File: config.mk
export PLATFORM = sky130hd
export DESIGN_NAME = sampleMemory
export DESIGN_NICKNAME = d
export VERILOG_FILES = /design/src/mfPkg.sv /design/src/sampleMemory.sv
export SDC_FILE = /design/constraint.sdc
export NUM_CORES = 2
export LEC_CHECK = 0
export BUFFER_PORTS_ARGS = -buffer_cell sky130_fd_sc_hd__buf_2
export CORE_ASPECT_RATIO = 0.8
export CORE_MARGIN = 4
export CORE_UTILIZATION = 63
export CTS_CLUSTER_DIAMETER = 60
export DETAILED_ROUTE_END_ITERATION = 10
export HOLD_SLACK_MARGIN = 0.08
export PLACE_DENSITY = 0.79
export SYNTH_ARGS = -nofsm -noshare
export SYNTH_HDL_FRONTEND = slang
export SYNTH_SLANG_ARGS = --single-unit
File: constraint.sdc
create_clock -name clock -period 4.36 [get_ports clock]
set_input_delay 0.218 -clock clock [delete_from_list [all_inputs] [get_ports clock]]
set_output_delay 0.218 -clock clock [all_outputs]
set_load 0.05 [all_outputs]
File: src/mfPkg.sv
// Shared widths, payload types and the APB register map of the matched filter.
// RTL and testbench refer to every item here by its scoped name.
package mfPkg;

	// Width of one real or imaginary sample part.
	localparam int dataWidth = 16;

	// Width of the filter accumulator and of the filter outputs.
	localparam int accWidth = 40;

	// APB bus widths. One APB data word carries exactly one memory word.
	localparam int apbAddrWidth = 12;
	localparam int apbDataWidth = 2 * dataWidth;

	// Signed real sample.
	typedef logic signed [dataWidth-1:0] sampleT;

	// Complex coefficient with the real part in the upper half.
	typedef struct packed {
		sampleT re;
		sampleT im;
	} coeffT;

	// Raw memory word, the same size as a coefficient.
	typedef logic [2*dataWidth-1:0] memWordT;

	// Register word addresses.
	localparam logic [apbAddrWidth-1:0] regCtrl = 12'h000;
	localparam logic [apbAddrWidth-1:0] regStatus = 12'h001;
	localparam logic [apbAddrWidth-1:0] regLength = 12'h002;

	// Memory word i sits at memBase plus i.
	localparam logic [apbAddrWidth-1:0] memBase = 12'h100;

endpackage

File: src/sampleMemory.sv
// Shared coefficient and sample store of the matched filter.
// The host fills it through the register block, and the fetchers read it
// through the arbiter with one cycle of read latency.
`timescale 1ns/1ps

module sampleMemory #(
	parameter int memDepth = 64,
	parameter int addrWidth = 6
) (
	input logic clock,
	input logic we,
	input logic [addrWidth-1:0] waddr,
	input mfPkg::memWordT wdata,
	input logic [addrWidth-1:0] raddr,
	output mfPkg::memWordT rdata
);

	// The storage array. The host loads it over APB before each run.
	mfPkg::memWordT mem [memDepth];

	// Host writes land at the next rising edge.
	always_ff @(posedge clock) begin
		if (we) begin
			mem[waddr] <= wdata;
		end
	end

	// Registered read.
	// The word addressed in one cycle appears on rdata in the next.
	always_ff @(posedge clock) begin
		rdata <= mem[raddr];
	end

endmodule

# --- Word-level counts from Yosys, hierarchy flattened ---
# Memory sizes are Yosys's and may differ from the RTL's. A register that Yosys moved wholly into a read port is not among the register bits.
# Index checks and enable logic that the tools add are counted.
word_totals:
  output_inout_bits: 32
  inputBits: 46
  romBits: 0
  mem_bits_rw: 2048
  latch_bits: 0
  reg_bits: 0
  elab_cells: 3
  memories: 1
op_classes:
  n_div: 0
  eq_ne: 0
  n_shift: 0
  n_mux: 2
  n_addsub: 0
  n_reduce_logical: 0
  n_lt_le_gt_ge: 0
  multipliers: 0
  bitwise_logic: 0
memory_table:
  columns: ["name", "depth", "word_bits", "read_ports", "rd_ports_with_merged_regs", "write_ports", "line_no", "rtl"]
  rows:
  - ["mem", 64, 32, 1, 1, 1, "sampleMemory.sv:19", "mfPkg::memWordT mem [memDepth];"]
ops:
  columns: ["op", "n"]
  rows:
  - ["$mux W1", 2]

# --- Depth between registers and ports, before layout ---
logic_depth:
  depth_word: 2
  depth_mapped: 10
  ltp_nobuf: 5

# --- Least setup slack after synthesis ---
# No wires, ideal clock.
synth_path:
  path_kind: "input-to-reg"
  startpoint: "in waddr[3]"
  endpoint: "mem mem[48][0] (netlist name), enable pin"
  t_arrival_ps: 2917
  path_slack_ps: 982
  n_path_buf: 1
  t_required_ps: 3899
  path_stages: 4
  setup_ps: 461
  path_cell_list: "clkbuf_1 > nor2b_1 > nand4b_1 > nor3_1"
synth_lines:
  columns: ["element", "line_no", "rtl"]
  rows:
  - ["start: declaration", "sampleMemory.sv:12", "input logic [addrWidth-1:0] waddr,"]
  - ["end: declaration", "sampleMemory.sv:19", null]
# No word-level cell before the write port.

==> results.json <==
{
  "fp.dieH_um": 324,
  "place_congestion": 0.855,
  "critPathLaunch": "raddr[0]",
  "hp-class": "input pin to flop",
  "cts_resized": 0,
  "synth.most_common_cell": "edfxtp_1",
  "rsz0062_at_grt": "no",
  "htree_levels": 4,
  "end_kind": "flop",
  "grt-ovfl-total": 0,
  "async_flop_share_pct": 0,
  "grt_pass1_vias": 39900,
  "vias": 39200,
  "synth_warnings": 0,
  "grt_antenna_before_repair": 19,
  "dp_hpwl_um": 116000,
  "synth_edf_count": 2048,
  "seq_area_frac_synth_pct": 79.1,
  "synth.avg_cell_area_um2": 23.6,
  "die_w_um": 403,
  "nNetsFinal": 3630,
  "finalCriticalPeriod_ps": 3060,
  "drt_iter0_drc": 7366,
  "worstSetupStartpointType": "input pin",
  "wire_per_inst_um": 39.8,
  "final-hold-violation-count": 0,
  "tns_ps": 0,
  "synthCells": 3324,
  "synthFlopType": "edfxtp_1",
  "worstReg2RegStart": "mem[42][2]",
  "arrival_ps": 3690,
  "drtPass1Iterations": 6,
  "vdd_drop_max_mv": 0.431,
  "final-setup-viol-count": 0,
  "synth.distinct_cells": 34,
  "start_util_pct": 63.7,
  "syn_nets": 3370,
  "synthTopCellsByCount": "edfxtp_1 (2,048), mux4_2 (544), nor2_1 (137)",
  "grtUsageTotal_pct": 33.7,
  "max_cap_viol_count": 0,
  "slew_headroom_pct": 2.87,
  "fin_crit_sh_pct": 70.3,
  "finalClockSkew_ps": 27.8,
  "cts.sinks": 2080,
  "worstSetupPathType": "input pin to flop",
  "grt_max_degree": 99,
  "post_cts_buffers": 0,
  "fill_cells": 6528,
  "tightest_slew_ps": 1460,
  "status": "completed",
  "ys_seq_elements": 2080,
  "drc_errors": 0,
  "grt_pass1_wl_um": 305000,
  "cts_made_buffers": 181,
  "worstSkewPairLatency_ps": 810,
  "dieArea_um2": 130000,
  "rows": 115,
  "synth.cell_area_um2": 78500,
  "worstHoldStart": "wdata[16]",
  "coreArea_um2": 123000,
  "max_clock_freq_ghz": 0.326,
  "wl_um": 214000,
  "io_buffers": 77,
  "holdBufCountCts": 10,
  "required_ps": 4980,
  "yosysTopAreaCell": "edfxtp_1",
  "cts_max_path_buffers": 3,
  "drive_gt1_share_pct": 30.0,
  "slew_viol_final": 0,
  "powerDensity_nw_per_um2": 464,
  "clk_pin_slew_worst_paths_ps": 60,
  "synthToLayoutAreaGrowth_pct": 12.3,
  "cts_tree": "yes",
  "power.total_w": 0.0409,
  "drtAntennaViolNets": 0,
  "cts-root-buf": "clkbuf_16",
  "path_max_fanout": 47,
  "p_leak_nw": 27.6,
  "io-pin-count": 78,
  "post_drt_via_cell_ratio": 7.28,
  "synth_top_area_share_pct": 78.3,
  "synth.area.top_cells": "edfxtp_1 (78%), mux4_2 (16%), mux2i_1 (1.2%), dfxtp_1 (0.82%), o22ai_1 (0.67%)"
}
==> area by class of cell <==
cell class / count / area (um2) / share of cell area [%]
Multi-Input combinational cell: 1062 / 16000 / 18.1
Sequential cell: 2080 / 62100 / 70.5
Clock inverter: 99 / 1020 / 1.16
Timing Repair Buffer: 259 / 2020 / 2.29
Tap cell: 1638 / 2050 / 2.32
Clock buffer: 237 / 4950 / 5.61
Antenna cell: 9 / 22.5 / 0.0255
==> report_power, final <==
part / switching (W) / internal, W
registers: 0.000111 / 0.0221
clock network: 0.00719 / 0.00914
logic: 0.00155 / 0.000763
total: 0.00885 / 0.0320
==> metal layers <==
layer | track usage [%] | routed length, um | vias up
met3 | 8.08 | 29300 | 598
met5 | 0 | 57 | -
li1 | - | - | 14800
met4 | 16.4 | 11900 | 10
met2 | 52.4 | 103000 | 3580
met1 | 46.3 | 70100 | 20200
==> metrics by stage <==
stage / hold slack (ps) / utilization (%) / worst slack [ps] / std cells / instance area (um2)
6_report: 105 / 71.5 / 1300 / 5384 / 88200
5_1_grt: 120 / 71.5 / 1290 / 5376 / 88100
4_1_cts: 86.0 / 71.5 / 1410 / 5375 / 88100
3_5_place_dp: 652 / 66.6 / 560 / 5029 / 82100
3_3_place_gp: 636 / 66.6 / 643 / 5029 / 82100
2_1_floorplan: 317 / - / 982 / 3324 / 78500
==> path summary, 6_finish.rpt <==
path	slack, ps	endpoint	cells after the start
min reg2reg	740	rdata[4]	4
min	110	mem[27][16]	2
max	1300	rdata[7]	7
max reg2reg	1680	rdata[2]	5
==> cells in the final DEF (no fill, tap or decap), drive strengths merged, types with 8 or more instances in the layout <==
cell type and n:
edfxtp 2048, mux4 544, buf 249, clkbuf 237
nor2 137, mux2i 93, o22ai 84, clkinv 70
a21oi 62, dfxtp 32, o221ai 27, nand2 26
bufinv 19, nor2b 15, a22oi 12, dlygate4sd3 10
diode 9, nand2b 8, a311oi 8
==> kinds of logic after synthesis <==
group,share of synthesized area (%)
buffers and inverters,1.13
and+or+nand+nor,1.27
muxes,16.8
DFF,79.1
AOI/OAI and AO/OA,1.67
==> critical path, stage by stage <==
cell and delay (ps):
buf_8 510, buf_4 440, buf_4 410, mux4_2 570, mux4_2 540, o22ai_1 730
nor2_1 170
==> state kept, by name, summed over array words and instances (netlist names) <==
| name | count |
|---|---|
| mem | 2048 |
| rdata | 32 |
Power figures use the tool's default switching activity.
