[config.mk]
export PLATFORM = sky130hd
export DESIGN_NAME = streamFetcher
export DESIGN_NICKNAME = d
export VERILOG_FILES = /design/src/mfPkg.sv /design/src/streamFetcher.sv
export SDC_FILE = /design/constraint.sdc
export NUM_CORES = 1
export LEC_CHECK = 0
export ABC_CLOCK_PERIOD_IN_PS = 1950
export BUFFER_PORTS_ARGS = -buffer_cell sky130_fd_sc_hd__buf_2
export CORE_MARGIN = 4
export CORE_UTILIZATION = 39
export DETAILED_ROUTE_END_ITERATION = 12
export PLACE_DENSITY = 0.84
export SYNTH_ARGS = -nofsm -noshare
export SYNTH_HDL_FRONTEND = slang
export SYNTH_SLANG_ARGS = --single-unit
[constraint.sdc]
create_clock -name clock -period 1.95 [get_ports clock]
set_input_delay 0.39 -clock clock [delete_from_list [all_inputs] [get_ports clock]]
set_output_delay 0.39 -clock clock [all_outputs]
set_load 0.005 [all_outputs]
[src/mfPkg.sv]
// Shared widths, payload types and the APB register map of the matched filter.
// RTL and testbench refer to every item here by its scoped name.
package mfPkg;

	// Width of one real or imaginary sample part.
	localparam int dataWidth = 16;

	// Width of the filter accumulator and of the filter outputs.
	localparam int accWidth = 40;

	// APB bus widths. One APB data word carries exactly one memory word.
	localparam int apbAddrWidth = 12;
	localparam int apbDataWidth = 2 * dataWidth;

	// Signed real sample.
	typedef logic signed [dataWidth-1:0] sampleT;

	// Complex coefficient with the real part in the upper half.
	typedef struct packed {
		sampleT re;
		sampleT im;
	} coeffT;

	// Raw memory word, the same size as a coefficient.
	typedef logic [2*dataWidth-1:0] memWordT;

	// Register word addresses.
	localparam logic [apbAddrWidth-1:0] regCtrl = 12'h000;
	localparam logic [apbAddrWidth-1:0] regStatus = 12'h001;
	localparam logic [apbAddrWidth-1:0] regLength = 12'h002;

	// Memory word i sits at memBase plus i.
	localparam logic [apbAddrWidth-1:0] memBase = 12'h100;

endpackage

[src/streamFetcher.sv]
// Reads a run of consecutive memory words and offers each as a stream payload.
// The payload type sets how many low-order bits of the word are kept.
// Start loads the base address and word count, and a new start restarts the run.
`timescale 1ns/1ps

module streamFetcher #(
	parameter type payloadT = mfPkg::sampleT,
	parameter int addrWidth = 6
) (
	input logic clock,
	input logic rst,
	input logic start,
	input logic [addrWidth-1:0] base,
	input logic [addrWidth-1:0] count,
	output logic req,
	output logic [addrWidth-1:0] addr,
	input logic gnt,
	input logic rvalid,
	input mfPkg::memWordT rdata,
	output logic valid,
	input logic ready,
	output payloadT payload
);

	// Request, wait for read data, then hold the payload until it is taken.
	typedef enum logic [1:0] {
		idleSt,
		reqSt,
		waitSt,
		holdSt
	} stateT;

	stateT state;

	// Words still to deliver, counting the one in progress.
	logic [addrWidth-1:0] remaining;

	// A read is requested only in reqSt, so at most one is outstanding.
	assign req = (state == reqSt);

	always_ff @(posedge clock) begin
		if (rst) begin
			state <= idleSt;
			valid <= 1'b0;
			addr <= '0;
			remaining <= '0;
		end else if (start) begin
			addr <= base;
			remaining <= count;
			valid <= 1'b0;
			state <= (count != '0) ? reqSt : idleSt;
		end else begin
			case (state)
				reqSt: begin
					if (gnt) begin
						state <= waitSt;
					end
				end
				waitSt: begin
					if (rvalid) begin
						valid <= 1'b1;
						state <= holdSt;
					end
				end
				holdSt: begin
					// A stalled consumer keeps the payload and blocks the next read.
					if (ready) begin
						valid <= 1'b0;
						addr <= addr + 1'b1;
						remaining <= remaining - 1'b1;
						state <= (remaining == 1) ? idleSt : reqSt;
					end
				end
				default: begin
					state <= idleSt;
				end
			endcase
		end
	end

	// Capture the low-order bits of the returned word.
	always_ff @(posedge clock) begin
		if (state == waitSt && rvalid && !start) begin
			payload <= payloadT'(rdata[$bits(payloadT)-1:0]);
		end
	end

endmodule

## Word-level counts from Yosys, hierarchy flattened

Index checks and enable logic that the tools add are counted.

| word-level totals | value |
|---|---|
| bits in registers | 31 |
| input bits | 50 |
| output and inout bits | 24 |
| logic and storage cells | 43 |

| operators by class | value |
|---|---|
| add/sub/neg operators | 2 |
| equality and inequality tests | 9 |
| mux-type cells | 16 |
| reductions and logical operators | 11 |

Operators with widths:

| operator | count |
|---|---|
| $mux W6 | 6 |
| $mux W2 | 4 |
| $add A6 B1 Y6 const B | 1 |
| $eq A6 B1 Y1 const B | 1 |
| $ne A3 B3 Y1 const B | 2 |
| $pmux W2 S3 | 1 |
| $reduce_and A3 Y1 | 2 |
| $reduce_bool A2 Y1 | 3 |
| $reduce_bool A6 Y1 | 1 |
| $sub A6 B1 Y6 const B | 1 |
| $eq A2 B2 Y1 const B | 2 |
| $mux W1 | 4 |
| $ne A2 B2 Y1 const B | 2 |
| $ne A3 B2 Y1 const B | 1 |
| $eq A2 B1 Y1 const B | 1 |
| $logic_and A1 B1 Y1 | 2 |
| $pmux W1 S2 | 1 |
| $reduce_and A2 Y1 | 1 |
| $reduce_or A2 Y1 | 1 |
| $logic_not A1 Y1 | 1 |

## Depth between registers and ports, before layout

| logic depth | value |
|---|---|
| depth in word-level cells | 5 |
| gate-level depth with buffers | 7 |
| mapped depth without buffers | 6 |

## Least setup slack after synthesis

No wires, ideal clock.

| timing path | value |
|---|---|
| path kind | input port to flip-flop |
| start | input start |
| end | register payload[0] in the netlist's numbering, enable pin |
| setup time | 374 ps |
| data arrival time | 1464 ps |
| data required time | 1576 ps |
| setup slack | 113 ps |
| stages | 4 |
| path buffers | 2 |
| cell sequence | clkbuf_1 -> inv_1 -> clkbuf_1 -> and3_1 |

| on the way | value |
|---|---|
| cells in the longest elaborated chain, start to end | 2 |

Ends and longest elaborated chain:

| element | line | text |
|---|---|---|
| start, declared | streamFetcher.sv:12 | `input logic start,` |
| $logic_not A1 Y1 | streamFetcher.sv:83 | `if (state == waitSt && rvalid && !start) begin` |
| $logic_and A1 B1 Y1 | streamFetcher.sv:83 |  |
| end signal, assigned | streamFetcher.sv:84 | `payload <= payloadT'(rdata[$bits(payloadT)-1:0]);` |
| end, declared | streamFetcher.sv:22 | `output payloadT payload` |

Every way passes these cells.
A chain may end at the register's enable or synchronous reset.

## Worst setup path after layout

| timing path | value |
|---|---|
| start | register state[1] |
| end | register addr[5] |

| on the way | value |
|---|---|
| cells in the longest elaborated chain, start to end | 3 |

Ends and longest elaborated chain:

| element | line | text |
|---|---|---|
| start, declared | streamFetcher.sv:33 | `stateT state;` |
| start signal, assigned | streamFetcher.sv:43 | `state <= idleSt;` |
| start signal, assigned | streamFetcher.sv:51 | `state <= (count != '0) ? reqSt : idleSt;` |
| start signal, assigned | streamFetcher.sv:56 | `state <= waitSt;` |
| $eq A2 B2 Y1 | streamFetcher.sv:53 | `case (state)` |
| $reduce_bool A2 Y1 (no source line) | n/a |  |
| $reduce_and A2 Y1 (no source line) | n/a |  |
| end signal, assigned | streamFetcher.sv:48 | `addr <= base;` |
| end signal, assigned | streamFetcher.sv:69 | `addr <= addr + 1'b1;` |
| end, declared | streamFetcher.sv:16 | `output logic [addrWidth-1:0] addr,` |

Every way passes these cells.

==> flow_metrics.tcl <==
set metrics [dict create \
    post-place-ws_ps 247 \
    path_depth 5 \
    p_sw_uw 280 \
    combPwrFrac 0.112 \
    final_cell_mix "buf_2 (57), edfxtp_1 (16), dfxtp_1 (15), nor2_1 (12), nand2_1 (10)" \
    gp_congestion 0.815 \
    instances_no_fill 234 \
    clk_path_buf_depth 2 \
    seq_power_share 0.607 \
    synth-simple-area-share 0.153 \
    start_util 0.405 \
    ios 74 \
    core_area_um2 3360 \
    firstDrtPassIters 4 \
    seq_area_frac_synth 0.573 \
    clk_pin_slew_ps 90 \
    antenna_cells 0 \
    cp_num_buf_inv 0 \
    yosysWarnings 0 \
    slowest_delay_ps 390 \
    die-area_um2 4500 \
    drc 0 \
    cts_resized 0 \
    rows 21 \
    synth-main-ff-cell "edfxtp_1" \
    post_cts_buffers 0 \
    placed_cells 226 \
    h-tree-depth 2 \
    fmax_ghz 0.573 \
    synth_fa_ha_area_frac 0.0551 \
    synth_compound_area_frac 0.115 \
    clock_latency_ps 320 \
    slew_violations 0 \
    ant_nets 0 \
    track_usage 0.126 \
    fin_util 0.521 \
    overflow 0 \
    fin_crit_ps 1750 \
    cts-root-buf "clkbuf_4" \
    drt_iter0_markers 34 \
    slew_headroom 0.776 \
    synth_mux_area_frac 0.00826 \
    path_cells "ha_1 > and2_1 > nand3_2 > or3_1 > a311oi_1" \
    synth_top_family_by_area "simple AND/OR/NAND/NOR gates" \
    worst_hold_path_type "input pin to register" \
    cts_tree "yes" \
    areaGrowthSynthToFinish_pct 28.6 \
    dpl_cell_area_um2 1700 \
    postLayoutCellArea_um2 1750 \
    async_flop_share 0 \
    avgSynthCellArea_um2 10.9 \
    path_class "register to register" \
    critPathCaptureType "register" \
    routed_wl_mm 2.80 \
    status "complete, no violations" \
    power_switching_share 0.234 \
    worst-slew-pin-transition_ps 336 \
    grt_pass1_wl_mm 4.27 \
    reg2regPathDepth 5 \
    syn-instance-count 125 \
    syn-num-nets 181 \
    cts_buffers 5 \
    fin_skew_ps 11.1 \
    netlist_area_um2 1360 \
    avgRoutedWirePerCell_um 11.9 \
    worstSetupStartpointType "register" \
    vias 1126 \
    antenna_found_initial 0 \
    cp_slowest_cell "dfxtp_1" \
    setup_tns_ps 0 \
    final_common_cell "buf_2" \
    crit_family "simple AND/OR/NAND/NOR gates" \
    synth-xor-area-share 0.0514 \
    final_layout_size_suffix_gt1_frac 0.372 \
    cp.arrival_ps 1970 \
    fin_ws_ps 204 \
    whs_path_depth 1 \
    port_buffers 57 \
    grt_pass1_vias 1029 \
    die_w_um 67.1 \
    hpwl_mm 2.19 \
    p_int_uw 916 \
    grt_max_degree 22 \
    via_per_inst 4.81 \
    finalSetupViolCount 0 \
    path_max_fanout 9 \
    die_h_um 67.1 \
    ys_ff_latch 31 \
    p_per_area_nw_per_um2 683 \
    synth_cell_types 30 \
    p_leak_uw 0.000734 \
    hold_viol_final 0 \
    layout.nets 243 \
    maxCapViolations 0 \
    pwr-share-clk 0.281 \
    worstPathRequired_ps 2180 \
    rsz0062_at_grt "no" \
    synth-edff-count 16 \
    fin_crit_sh 0.895 \
    cts.sinks 31 \
    cts_hold_buffers 0 \
    irDropWorstVdd_v 0.000312 \
]
## power by group through the flow
stage	Clock [uW]	Combinational (uW)	Sequential (uW)
finish	336	134	726
global route	386	153	729
CTS	348	136	726
detailed placement	0	135	741
global placement	0	131	740
floorplan	0	67.6	740
## through the flow
| stage | power [uW] | hold WS [ps] |
|---|---|---|
| floorplan | 808 | 462 |
| global placement | 871 | 498 |
| detailed placement | 876 | 511 |
| CTS | 1210 | 238 |
| global route | 1270 | 228 |
| finish | 1200 | 246 |
## logic make-up (layout without fill, tap and decap cells)
kind of cell    count (synthesis)  after routing
flops                          31             31
fa+ha+maj                       6              6
mux                             1              1
xor+xnor                        8              8
simple gates                   43             43
compound gates                 23             23
buf+inv                        13             76
## final cells by class
| type | count | area (um^2) |
|---|---|---|
| timing repair buffer | 61 | 315 |
| fill | 310 | 1610 |
| tap | 46 | 57.6 |
| clock inverter | 1 | 5.00 |
| multi-input combinational | 81 | 522 |
| clock buffer | 7 | 45.0 |
| inverter | 7 | 26.3 |
| sequential | 31 | 781 |
## Yosys cell counts, types with 2 or more instances
cell	number	area share
and3_1	2	0.0092
edfxtp_1	16	0.35
ha_1	6	0.055
nand2_1	10	0.028
a211oi_1	6	0.033
clkbuf_1	4	0.011
dfxtp_1	15	0.22
nand2b_1	2	0.0092
nor2_1	12	0.033
xnor2_1	6	0.039
a21oi_1	8	0.029
inv_1	7	0.019
nor3_1	5	0.018
nand3_1	5	0.018
a311oi_1	3	0.019
xor2_1	2	0.013
o21ai_0	2	0.0073
or3_1	2	0.0092
## path summary, 6_finish.rpt
check                     end       from  slack [ps]
setup / recovery      addr[5]   state[1]         200
hold / removal    payload[15]  rdata[15]         250
setup reg to reg      addr[5]   state[1]         200
hold reg to reg       addr[1]    addr[1]         530
## sequential cells by signal (all words and copies together) (netlist names)
signal,flops
valid,1
state,2
remaining,6
addr,6
payload,16
## routing by layer
layer / vias to the layer above / share of wire / wire, um / track usage
met4: 0 / 0.0079 / 22 / 0.0532
met2: 57 / 0.47 / 1320 / 0.222
met5: - / 0 / 0 / 0
li1: 572 / - / - / -
met3: 2 / 0.12 / 341 / 0.0422
met1: 495 / 0.40 / 1110 / 0.138
Power figures use the tool's default switching activity.
