--- src/mfPkg.sv ---
// Shared widths, payload types and the APB register map of the matched filter.
// RTL and testbench refer to every item here by its scoped name.
package mfPkg;

	// Width of one real or imaginary sample part.
	localparam int dataWidth = 16;

	// Width of the filter accumulator and of the filter outputs.
	localparam int accWidth = 40;

	// APB bus widths. One APB data word carries exactly one memory word.
	localparam int apbAddrWidth = 12;
	localparam int apbDataWidth = 2 * dataWidth;

	// Signed real sample.
	typedef logic signed [dataWidth-1:0] sampleT;

	// Complex coefficient with the real part in the upper half.
	typedef struct packed {
		sampleT re;
		sampleT im;
	} coeffT;

	// Raw memory word, the same size as a coefficient.
	typedef logic [2*dataWidth-1:0] memWordT;

	// Register word addresses.
	localparam logic [apbAddrWidth-1:0] regCtrl = 12'h000;
	localparam logic [apbAddrWidth-1:0] regStatus = 12'h001;
	localparam logic [apbAddrWidth-1:0] regLength = 12'h002;

	// Memory word i sits at memBase plus i.
	localparam logic [apbAddrWidth-1:0] memBase = 12'h100;

endpackage

--- src/memArbiter.sv ---
// Round-robin arbiter that shares the memory read port between two fetchers.
// Port A serves the coefficient fetcher and port B the sample fetcher.
// Read data returns to the granted requester exactly one cycle after the grant.
`timescale 1ns/1ps

module memArbiter #(
	parameter int addrWidth = 6
) (
	input logic clock,
	input logic rst,
	input logic reqA,
	input logic reqB,
	input logic [addrWidth-1:0] addrA,
	input logic [addrWidth-1:0] addrB,
	output logic gntA,
	output logic gntB,
	output logic rvalidA,
	output logic rvalidB,
	output mfPkg::memWordT rdataA,
	output mfPkg::memWordT rdataB,
	input mfPkg::memWordT rdata,
	output logic [addrWidth-1:0] raddr
);

	// Set when port B held the last grant, so port A wins the next tie.
	logic lastB;

	// Owner tag of the read that is in flight in the memory.
	logic ownerValid;
	logic ownerB;

	// A lone request is always granted.
	// When both ask, the port that did not win last time gets the grant.
	assign gntA = reqA && (!reqB || lastB);
	assign gntB = reqB && (!reqA || !lastB);

	// The granted address goes straight to the memory in the same cycle.
	assign raddr = gntB ? addrB : addrA;

	always_ff @(posedge clock) begin
		if (rst) begin
			lastB <= 1'b0;
			ownerValid <= 1'b0;
			ownerB <= 1'b0;
		end else begin
			if (gntA || gntB) begin
				lastB <= gntB;
			end
			ownerValid <= gntA || gntB;
			ownerB <= gntB;
		end
	end

	// Steer the returning word to the port that issued the read.
	assign rvalidA = ownerValid && !ownerB;
	assign rvalidB = ownerValid && ownerB;
	assign rdataA = rvalidA ? rdata : '0;
	assign rdataB = rvalidB ? rdata : '0;

endmodule

--- config.mk ---
export PLATFORM = sky130hd
export DESIGN_NAME = memArbiter
export DESIGN_NICKNAME = d
export VERILOG_FILES = /design/src/mfPkg.sv /design/src/memArbiter.sv
export SDC_FILE = /design/constraint.sdc
export NUM_CORES = 1
export LEC_CHECK = 0
export ABC_CLOCK_PERIOD_IN_PS = 2100
export BUFFER_PORTS_ARGS = -buffer_cell sky130_fd_sc_hd__buf_4
export CAP_MARGIN = 20
export CELL_PAD_IN_SITES_DETAIL_PLACEMENT = 1
export CELL_PAD_IN_SITES_GLOBAL_PLACEMENT = 1
export CORE_MARGIN = 2
export CORE_UTILIZATION = 15
export CTS_CLUSTER_DIAMETER = 120
export DETAILED_ROUTE_END_ITERATION = 6
export PLACE_DENSITY = 0.79
export SLEW_MARGIN = 20
export SYNTH_ARGS = -nofsm -noshare
export SYNTH_HDL_FRONTEND = slang
export SYNTH_SLANG_ARGS = --single-unit
export TNS_END_PERCENT = 50
--- constraint.sdc ---
create_clock -name clock -period 2.1 [get_ports clock]
set_clock_uncertainty 0.05 [all_clocks]
set_input_delay 0.525 -clock clock [delete_from_list [all_inputs] [get_ports clock]]
set_output_delay 0.525 -clock clock [all_outputs]
set_load 0.02 [all_outputs]
---- After elaboration in Yosys (flattened, before gate mapping) ----
Index checks and enable logic that the tools add are counted.
operators by class
  multiplexer cells ....................... 3
  reduce and logical (&&, ||, !) cells .... 11
operator list
  operator           count
  2-to-1 mux 32 bit  2
  2-to-1 mux 6 bit   1
  logical AND 1 bit  4
  zero test 1 bit    4
  logical OR 1 bit   3
word-level totals
  register bits ........................... 3
  logic and storage cells ................. 17

---- Depth between registers and ports, before layout ----
Gate-level depths: netlist of run 1.
  depth in word-level cells ............... 4
  gate-level depth with buffers ........... 3
  mapped depth without buffers ............ 2

---- Worst setup path before layout of run 1 ----
OpenSTA, ideal clock, no wires.
  path kind ............................... input -> output
  start ................................... in reqB
  end ..................................... out raddr[0]
  data arrival time ....................... 1,275 ps
  setup slack ............................. 250 ps
  stages .................................. 2
  path buffers ............................ 0
  path through ............................ a21boi_4 mux2_2
on the way
  cells in the longest elaborated chain, start to end .. 2
RTL lines
  what                RTL line          text
  start: declaration  memArbiter.sv:12  input logic reqB,
  logical AND 1 bit   memArbiter.sv:35  assign gntB = reqB && (!reqA || !lastB);
  2-to-1 mux 6 bit    memArbiter.sv:38  assign raddr = gntB ? addrB : addrA;
  end: declaration    memArbiter.sv:22  output logic [addrWidth-1:0] raddr
No other way between the ends.

---- Worst setup path in the final report of run 1 ----
  start ................................... in reqA
  end ..................................... out raddr[0]
on the way
  cells in the longest elaborated chain, start to end .. 4
RTL lines
  what                RTL line          text
  start: declaration  memArbiter.sv:11  input logic reqA,
  zero test 1 bit     memArbiter.sv:35
  logical OR 1 bit    memArbiter.sv:35
  logical AND 1 bit   memArbiter.sv:35
  2-to-1 mux 6 bit    memArbiter.sv:38
No other way between the ends.

==> impl_summary.log, run 1 <==
[metrics] Gates resized, CTS repair: 0
[metrics] post-synthesis sequential element count: 3
[metrics] antenna violations before repair: 0
[metrics] Int Pwr: 365 uW
[metrics] number of max-cap violations: 0
[metrics] number of port buffers: roughly 120
[metrics] Overflow after GRT: 0
[metrics] Worst Path Max Fanout: 8
[metrics] Multi-input gate area: 546 sq um
[metrics] wire length reported by the detailed router: 3310 um
[metrics] Die H: 70.4 um
[metrics] CP Data Arrival Time: 1.44 ns
[metrics] register area: between 60 and 70 sq um
[metrics] top-count cell post-synth: and2_1
[metrics] Area Overhead vs Synth: 151%
[metrics] path class of the lowest-slack min-delay path: in -> reg
[metrics] Startpoint Class: input pin
[metrics] met1 Track Usage GR: 0.143
[metrics] number of cells traversed by the worst register-to-register path: 2
[metrics] Static Leakage: between 0.001 and 0.0015 uW
[metrics] GR Util met2: 0.245
[metrics] clk buf depth: 2
[metrics] Setup crit end kind: output port
[metrics] Finish-stage setup viols: 0
[metrics] RSZ-0062 raised after global routing: false
[metrics] average vias per placed instance: approximately 4.2
[metrics] min cycle time layout: 2.02 ns
[metrics] hold_ws: 0.435 ns
[metrics] routed len/inst: 12.6 um
[metrics] Iteration-0 DRC Markers: 21
[metrics] row count: 24
[metrics] Pwr Total: 568 uW
[metrics] cells after synthesis: 92
[metrics] final RePlAce weighted congestion: around 0.67
[metrics] cell taking the most area after synthesis: and2_1
[metrics] Synth Area per Inst: 7.19 sq um
[metrics] Clk pin slew, worst setup/hold paths: around 0.03 ns
[metrics] number of nets with antenna violations after routing: 0
[metrics] total cell area at the placement stage: 0.00161 sq mm
[metrics] distinct cell type count of the synthesized netlist: 13
[metrics] sequential cell area fraction in the yosys report: 0.0907
[metrics] Commonest cells post-synth: 34 x and2_1, 32 x and3_1, 6 x clkbuf_1, 6 x mux2_2
[metrics] Clock Sinks: 3
[metrics] first-pass GRT wire length: approximately 5400 um
[metrics] DRC viols: 0
[metrics] number of global-route vias before repair: 1132
[metrics] starting utilization of the core area: 0.154
[metrics] number of nets produced by synthesis: 140
[metrics] io pins: 122
[metrics] Post-synth EDFFs: 0
[metrics] H-tree levels: 1
[metrics] Peak Freq: approximately 0.50 GHz
[metrics] reg-to-reg slack, setup: 1.23 ns
[metrics] setup TNS: 0 ns
[metrics] status: completed
[metrics] final worst path period share: 0.961
[metrics] met3 GRT Util: 0.0390
[metrics] Total Die Area: between 0.004 and 0.005 sq mm
[metrics] root buf cell: clkbuf_8
[metrics] Slew Viols, Final: 0
[metrics] area inside the core boundary: 0.00429 sq mm
[metrics] global-route usage over all layers: 0.129
[metrics] leading cell types by total area after synthesis: and2_1 32%, and3_1 30%, mux2_2 10%
[metrics] number of nets in the finished design: 260
[metrics] Final Instance Area: 0.00166 sq mm
[metrics] power share of the sequential group: 0.114
[metrics] Data required, critical path: about 1.5 ns
[metrics] synthesis warning total: 0
[metrics] Clock power frac: 0.291
[metrics] top cell type's share of synthesized area: 0.321
[metrics] total setup buffers inserted after CTS: 0
[metrics] NetSw: 203 uW
[metrics] Power per Cell Area: 342 mW/mm^2
[metrics] share of power burned in combinational logic: 0.595
[metrics] Sw Ratio: 0.357
[metrics] # diodes: 0
[metrics] Final Hold Vio Count: 0
[metrics] number of fill cells in the layout: 548
[metrics] placed wire-length estimate after detailed placement: 2670 um
[metrics] pin count of the biggest net entering global routing: 34
[metrics] slew of the pin with the lowest slew margin: between 0.3 and 0.4 ns
[metrics] share of final-layout standard cells stronger than drive strength 1: 0.640
[metrics] Rel. slew slack: 0.784
[metrics] Pre-antenna DRT Iters: 4
[metrics] source-to-sink clock delay at the later pin of the worst-skew pair: 0.21 ns
[metrics] ys async rst share: 0
[metrics] Critical Setup Path Class: in -> out
[metrics] worst hold path cell count: 2
[metrics] dominant register cell in the synthesized netlist: dfxtp_1
[metrics] Die X-Extent: slightly above 70 um
[metrics] most heavily used metal layer in global routing: met2
[metrics] CTS hold repair buffers: 0
[metrics] number of buffers inserted during clock tree synthesis: 3
[metrics] total via count after detailed routing: 1106
[metrics] Syn Std Cell Area: approximately 660 sq um
[metrics] peak supply drop: 345 uV
[metrics] CTS tree: yes
power by group through the flow:
stage,Clock [uW],Combinational (uW),Sequential (uW)
4_1_cts,171,344,64.8
6_report,165,338,64.7
3_5_place_dp,0,344,65.5
2_1_floorplan,0,163,66.6
3_3_place_gp,0,339,65.4
5_1_grt,181,365,65.1
registers in the layout, indices dropped and copies added (netlist names):
signal,count
lastB,1
ownerValid,1
ownerB,1
metrics by stage:
stage | instances | setup WS, ns | util
finish | 263 | 0.0821 | 0.386
global route | 263 | 0.0384 | 0.386
CTS | 263 | 0.0663 | 0.386
detailed placement | 259 | 0.0663 | 0.376
global placement | 259 | 0.0962 | 0.376
floorplan | 92 | 0.250 | -
cells by family after synthesis:
kind of cell / share of synthesized area
buffers and inverters: 0.0851
AND/OR/NAND/NOR: 0.686
multiplexers: 0.102
AO/OA/AOI/OAI: 0.0359
flip-flops: 0.0907
cell type report:
| cell class | count | area share |
|---|---|---|
| sequential | 3 | 0.0362 |
| tap | 52 | 0.0392 |
| clock buffer | 4 | 0.0271 |
| multi-input combinational | 80 | 0.329 |
| timing repair buffer | 124 | 0.569 |
cell usage in the layout (no fill, tap or decap):
cell      synthesis  layout
a21oi_1           1       1
buf_4             0     123
nor2b_4           1       1
nor2b_1           1       1
dfxtp_1           3       3
and3_1           32      32
buf_12            0       1
nand2b_1          1       1
a21boi_4          1       1
clkbuf_8          0       3
clkbuf_1          6       1
and2_1           34      34
nor2_1            2       2
or2b_1            1       1
mux2_2            6       6
worst max-delay path, stage by stage:
cell and delay (ns):
buf_4 0.13, a21boi_4 0.26, mux2_2 0.37, buf_4 0.16
path summary, 6_finish.rpt:
kind              start        to
setup / recovery   reqA  raddr[0]
hold / removal      rst     lastB
setup reg to reg  lastB    ownerB
hold reg to reg   lastB     lastB
metal layers:
metal	vias up	routed length (um)
met2	55	1750
met5	-	0
met4	0	0
li1	544	-
met1	507	1240
met3	0	324
(Power assumes the default switching activity.)
==> run 2: changes to the inputs <==
==> constraint.sdc (replaced) <==
create_clock -name clock -period 2.1 [get_ports clock]
set_clock_uncertainty 0.05 [all_clocks]
set_input_delay 0.525 -clock clock [delete_from_list [all_inputs] [get_ports clock]]
set_output_delay 0.525 -clock clock [all_outputs]
set_load 0.1 [all_outputs]
==> run 2 against run 1 <==
Clock power is 2% higher. Global-route usage is 0.24 points lower. Largest cell class unchanged. First-iteration DRC count is 29% lower. Maximum frequency is 2.0% lower. Critical path depth is 1 higher.
==> impl_summary.log, run 2 (same netlist as run 1, synthesis figures left out) <==
[metrics] slowest stage delay, CP: 0.30 ns (-0.07 ns)
[metrics] Data required, critical path: 1.52 ns (about the same)
[metrics] Reg2Reg Capture Point: ownerB
[metrics] Pre-antenna DRT Iters: 4 (unchanged)
[metrics] cell with the biggest individual delay on the critical path: mux2_4
[metrics] final worst path period share: 0.980 (+0.0194)
[metrics] Startpoint Class: input pin
[metrics] number of max-cap violations: 0 (unchanged)
[metrics] io pins: 122 (unchanged)
[metrics] status: completed
[metrics] placed wire-length estimate after detailed placement: 2720 um (+2.0%)
[metrics] root buf cell: clkbuf_8
[metrics] H-tree levels: 1 (unchanged)
[metrics] Critical Setup Path Class: in -> out
[metrics] number of nets in the finished design: 263 (+1.2%)
[metrics] CTS tree: yes
[metrics] min cycle time layout: 2.06 ns (+0.0408 ns)
[metrics] Clk pin slew, worst setup/hold paths: 0.03 ns (about the same)
[metrics] area inside the core boundary: 0.00429 sq mm (unchanged)
[metrics] share of final-layout standard cells stronger than drive strength 1: 0.650 (+0.00972)
[metrics] routed len/inst: 12.6 um (about the same)
[metrics] CP Data Arrival Time: 1.48 ns (+0.04 ns)
[metrics] global-route usage over all layers: 0.127 (-0.00242)
[metrics] average vias per placed instance: 4.26 (+1.4%)
[metrics] Area Overhead vs Synth: 164%
[metrics] commonest cells after routing, fill and taps aside: 115 x buf_4, 33 x and2_1, 32 x and3_1, 11 x buf_6, 6 x mux2_4
[metrics] number of cells on the critical path: 5 (+1)
[metrics] number of buffers inserted during clock tree synthesis: 3 (unchanged)
[metrics] Setup crit end: raddr[2]
[metrics] # diodes: 0 (unchanged)
[metrics] family with the most delay on the worst path: buffers and inverters
[metrics] Slew Viols, Final: 0 (unchanged)
[metrics] Static Leakage: 0.00107 uW (+5.0%)
[metrics] Finish-stage setup viols: 0 (unchanged)
[metrics] Setup crit end kind: output port
[metrics] clk buf depth: 2 (unchanged)
[metrics] Most Frequent Cell on Critical Path: buf_4
[metrics] Die X-Extent: 70.4 um (unchanged)
[metrics] Critical Path Source: reqA
[metrics] total via count after detailed routing: 1134 (+2.5%)
[metrics] leading registers by flop count: lastB: 1 flops, ownerB: 1 flops, ownerValid: 1 flops
[metrics] final RePlAce weighted congestion: 0.686 (+2.8%)
[metrics] slew of the pin with the lowest slew margin: 0.287 ns (-0.0370 ns)
[metrics] path class of the lowest-slack min-delay path: in -> reg
[metrics] number of cells traversed by the worst register-to-register path: 3 (+1)
[metrics] Buffers & Inverters on Critical Path: 3 (+1)
[metrics] Iteration-0 DRC Markers: 15 (-29%)
[metrics] Pwr Total: 965 uW (+70%)
[metrics] source-to-sink clock delay at the later pin of the worst-skew pair: 0.22 ns (about the same)
[metrics] Worst Path Max Fanout: 8 (unchanged)
[metrics] Die H: 70.4 um (unchanged)
[metrics] Total Die Area: 0.00496 sq mm (unchanged)
[metrics] antenna violations before repair: 0 (unchanged)
[metrics] Power per Cell Area: 553 mW/mm^2 (+61%)
[metrics] hold_ws: 0.429 ns (-0.00660 ns)
[metrics] number of port buffers: 121 (unchanged)
[metrics] DRC viols: 0 (unchanged)
[metrics] pin count of the biggest net entering global routing: 34 (unchanged)
[metrics] Rel. slew slack: 0.810 (+0.0267)
[metrics] commonest non-fill, non-tap cell in the layout: buf_4
[metrics] hold path start: rst
[metrics] Final Hold Vio Count: 0 (unchanged)
[metrics] number of global-route vias before repair: 1154 (+1.9%)
[metrics] reg-to-reg slack, setup: 1.21 ns (-0.02 ns)
[metrics] first-pass GRT wire length: 5260 um (-1.7%)
[metrics] CTS hold repair buffers: 0 (unchanged)
[metrics] Crit Reg-Reg Startpoint: lastB
[metrics] post-layout util: 0.407 (+0.0204)
[metrics] Overflow after GRT: 0 (unchanged)
[metrics] number of nets with antenna violations after routing: 0 (unchanged)
[metrics] Peak Freq: 0.486 GHz (-2.0%)
[metrics] chain of cells forming the critical path: buf_4 -> a21boi_4 -> buf_12 -> mux2_4 -> buf_4
[metrics] wire length reported by the detailed router: 3350 um (+1.2%)
[metrics] starting utilization of the core area: 0.154 (unchanged)
[metrics] Clock Sinks: 3 (unchanged)
[metrics] row count: 24 (unchanged)
[metrics] RSZ-0062 raised after global routing: false
[metrics] peak supply drop: 263 uV (-24%)
==> run 2: cell count changes in the layout (fill, tap and decap cells not counted) <==
cell,previous run,this run
mux2_2,6,0
mux2_4,0,6
and2_1,34,33
and2_2,0,1
buf_6,0,11
buf_4,123,115
==> run 2: per-layer routing <==
metal	vias up	global-route usage	wire [um]
li1	552	-	-
met3	4	0.0289	315
met4	0	0.0321	23
met1	519	0.134	1140
met5	-	0	0
met2	59	0.248	1870
==> run 2: worst register-to-register path, delay by kind of cell, from the launching register on <==
kind | cells | cell delay [ns]
simple gates | 1 | 0.12
flops | 1 | 0.39
buf+inv | 1 | 0.14
compound gates | 1 | 0.08
==> run 2: worst min-delay path by stage <==
stage               slack [ns]     to  cells past startpoint
finish                    0.43  lastB                      2
global route              0.43  lastB                      2
CTS                       0.43  lastB                      2
detailed placement        0.48  lastB                      2
global placement          0.46  lastB                      2
floorplan                 0.44  lastB                      2
==> run 2: report_power, final <==
group	switching, uW	internal (uW)
logic	537	194
registers	3.42	61.3
clock network	39.6	130
==> run 2: repair_timing <==
action | CTS | global route
resized for setup | 0 | 11
buffers inserted | 0 | 0
setup endpoints to repair | 0 | 11
==> run 2: area by class of cell <==
cell class	count	area (sq um)
Timing Repair Buffer	127	1010
Tap cell	52	65.1
Fill cell	529	2550
Sequential cell	3	60.1
Clock buffer	4	45.0
Multi-Input combinational cell	80	569
==> run 2: through the flow <==
step / setup TNS [ns] / cell area [sq um] / instances / setup WS (ns)
finish: 0 / 1750 / 266 / 0.0412
global route: 0 / 1750 / 266 / 0.000335
CTS: 0 / 1710 / 266 / 0.0358
detailed placement: 0 / 1660 / 262 / 0.0404
global placement: 0 / 1660 / 262 / 0.0490
floorplan: -2.33 / 686 / 92 / -0.235
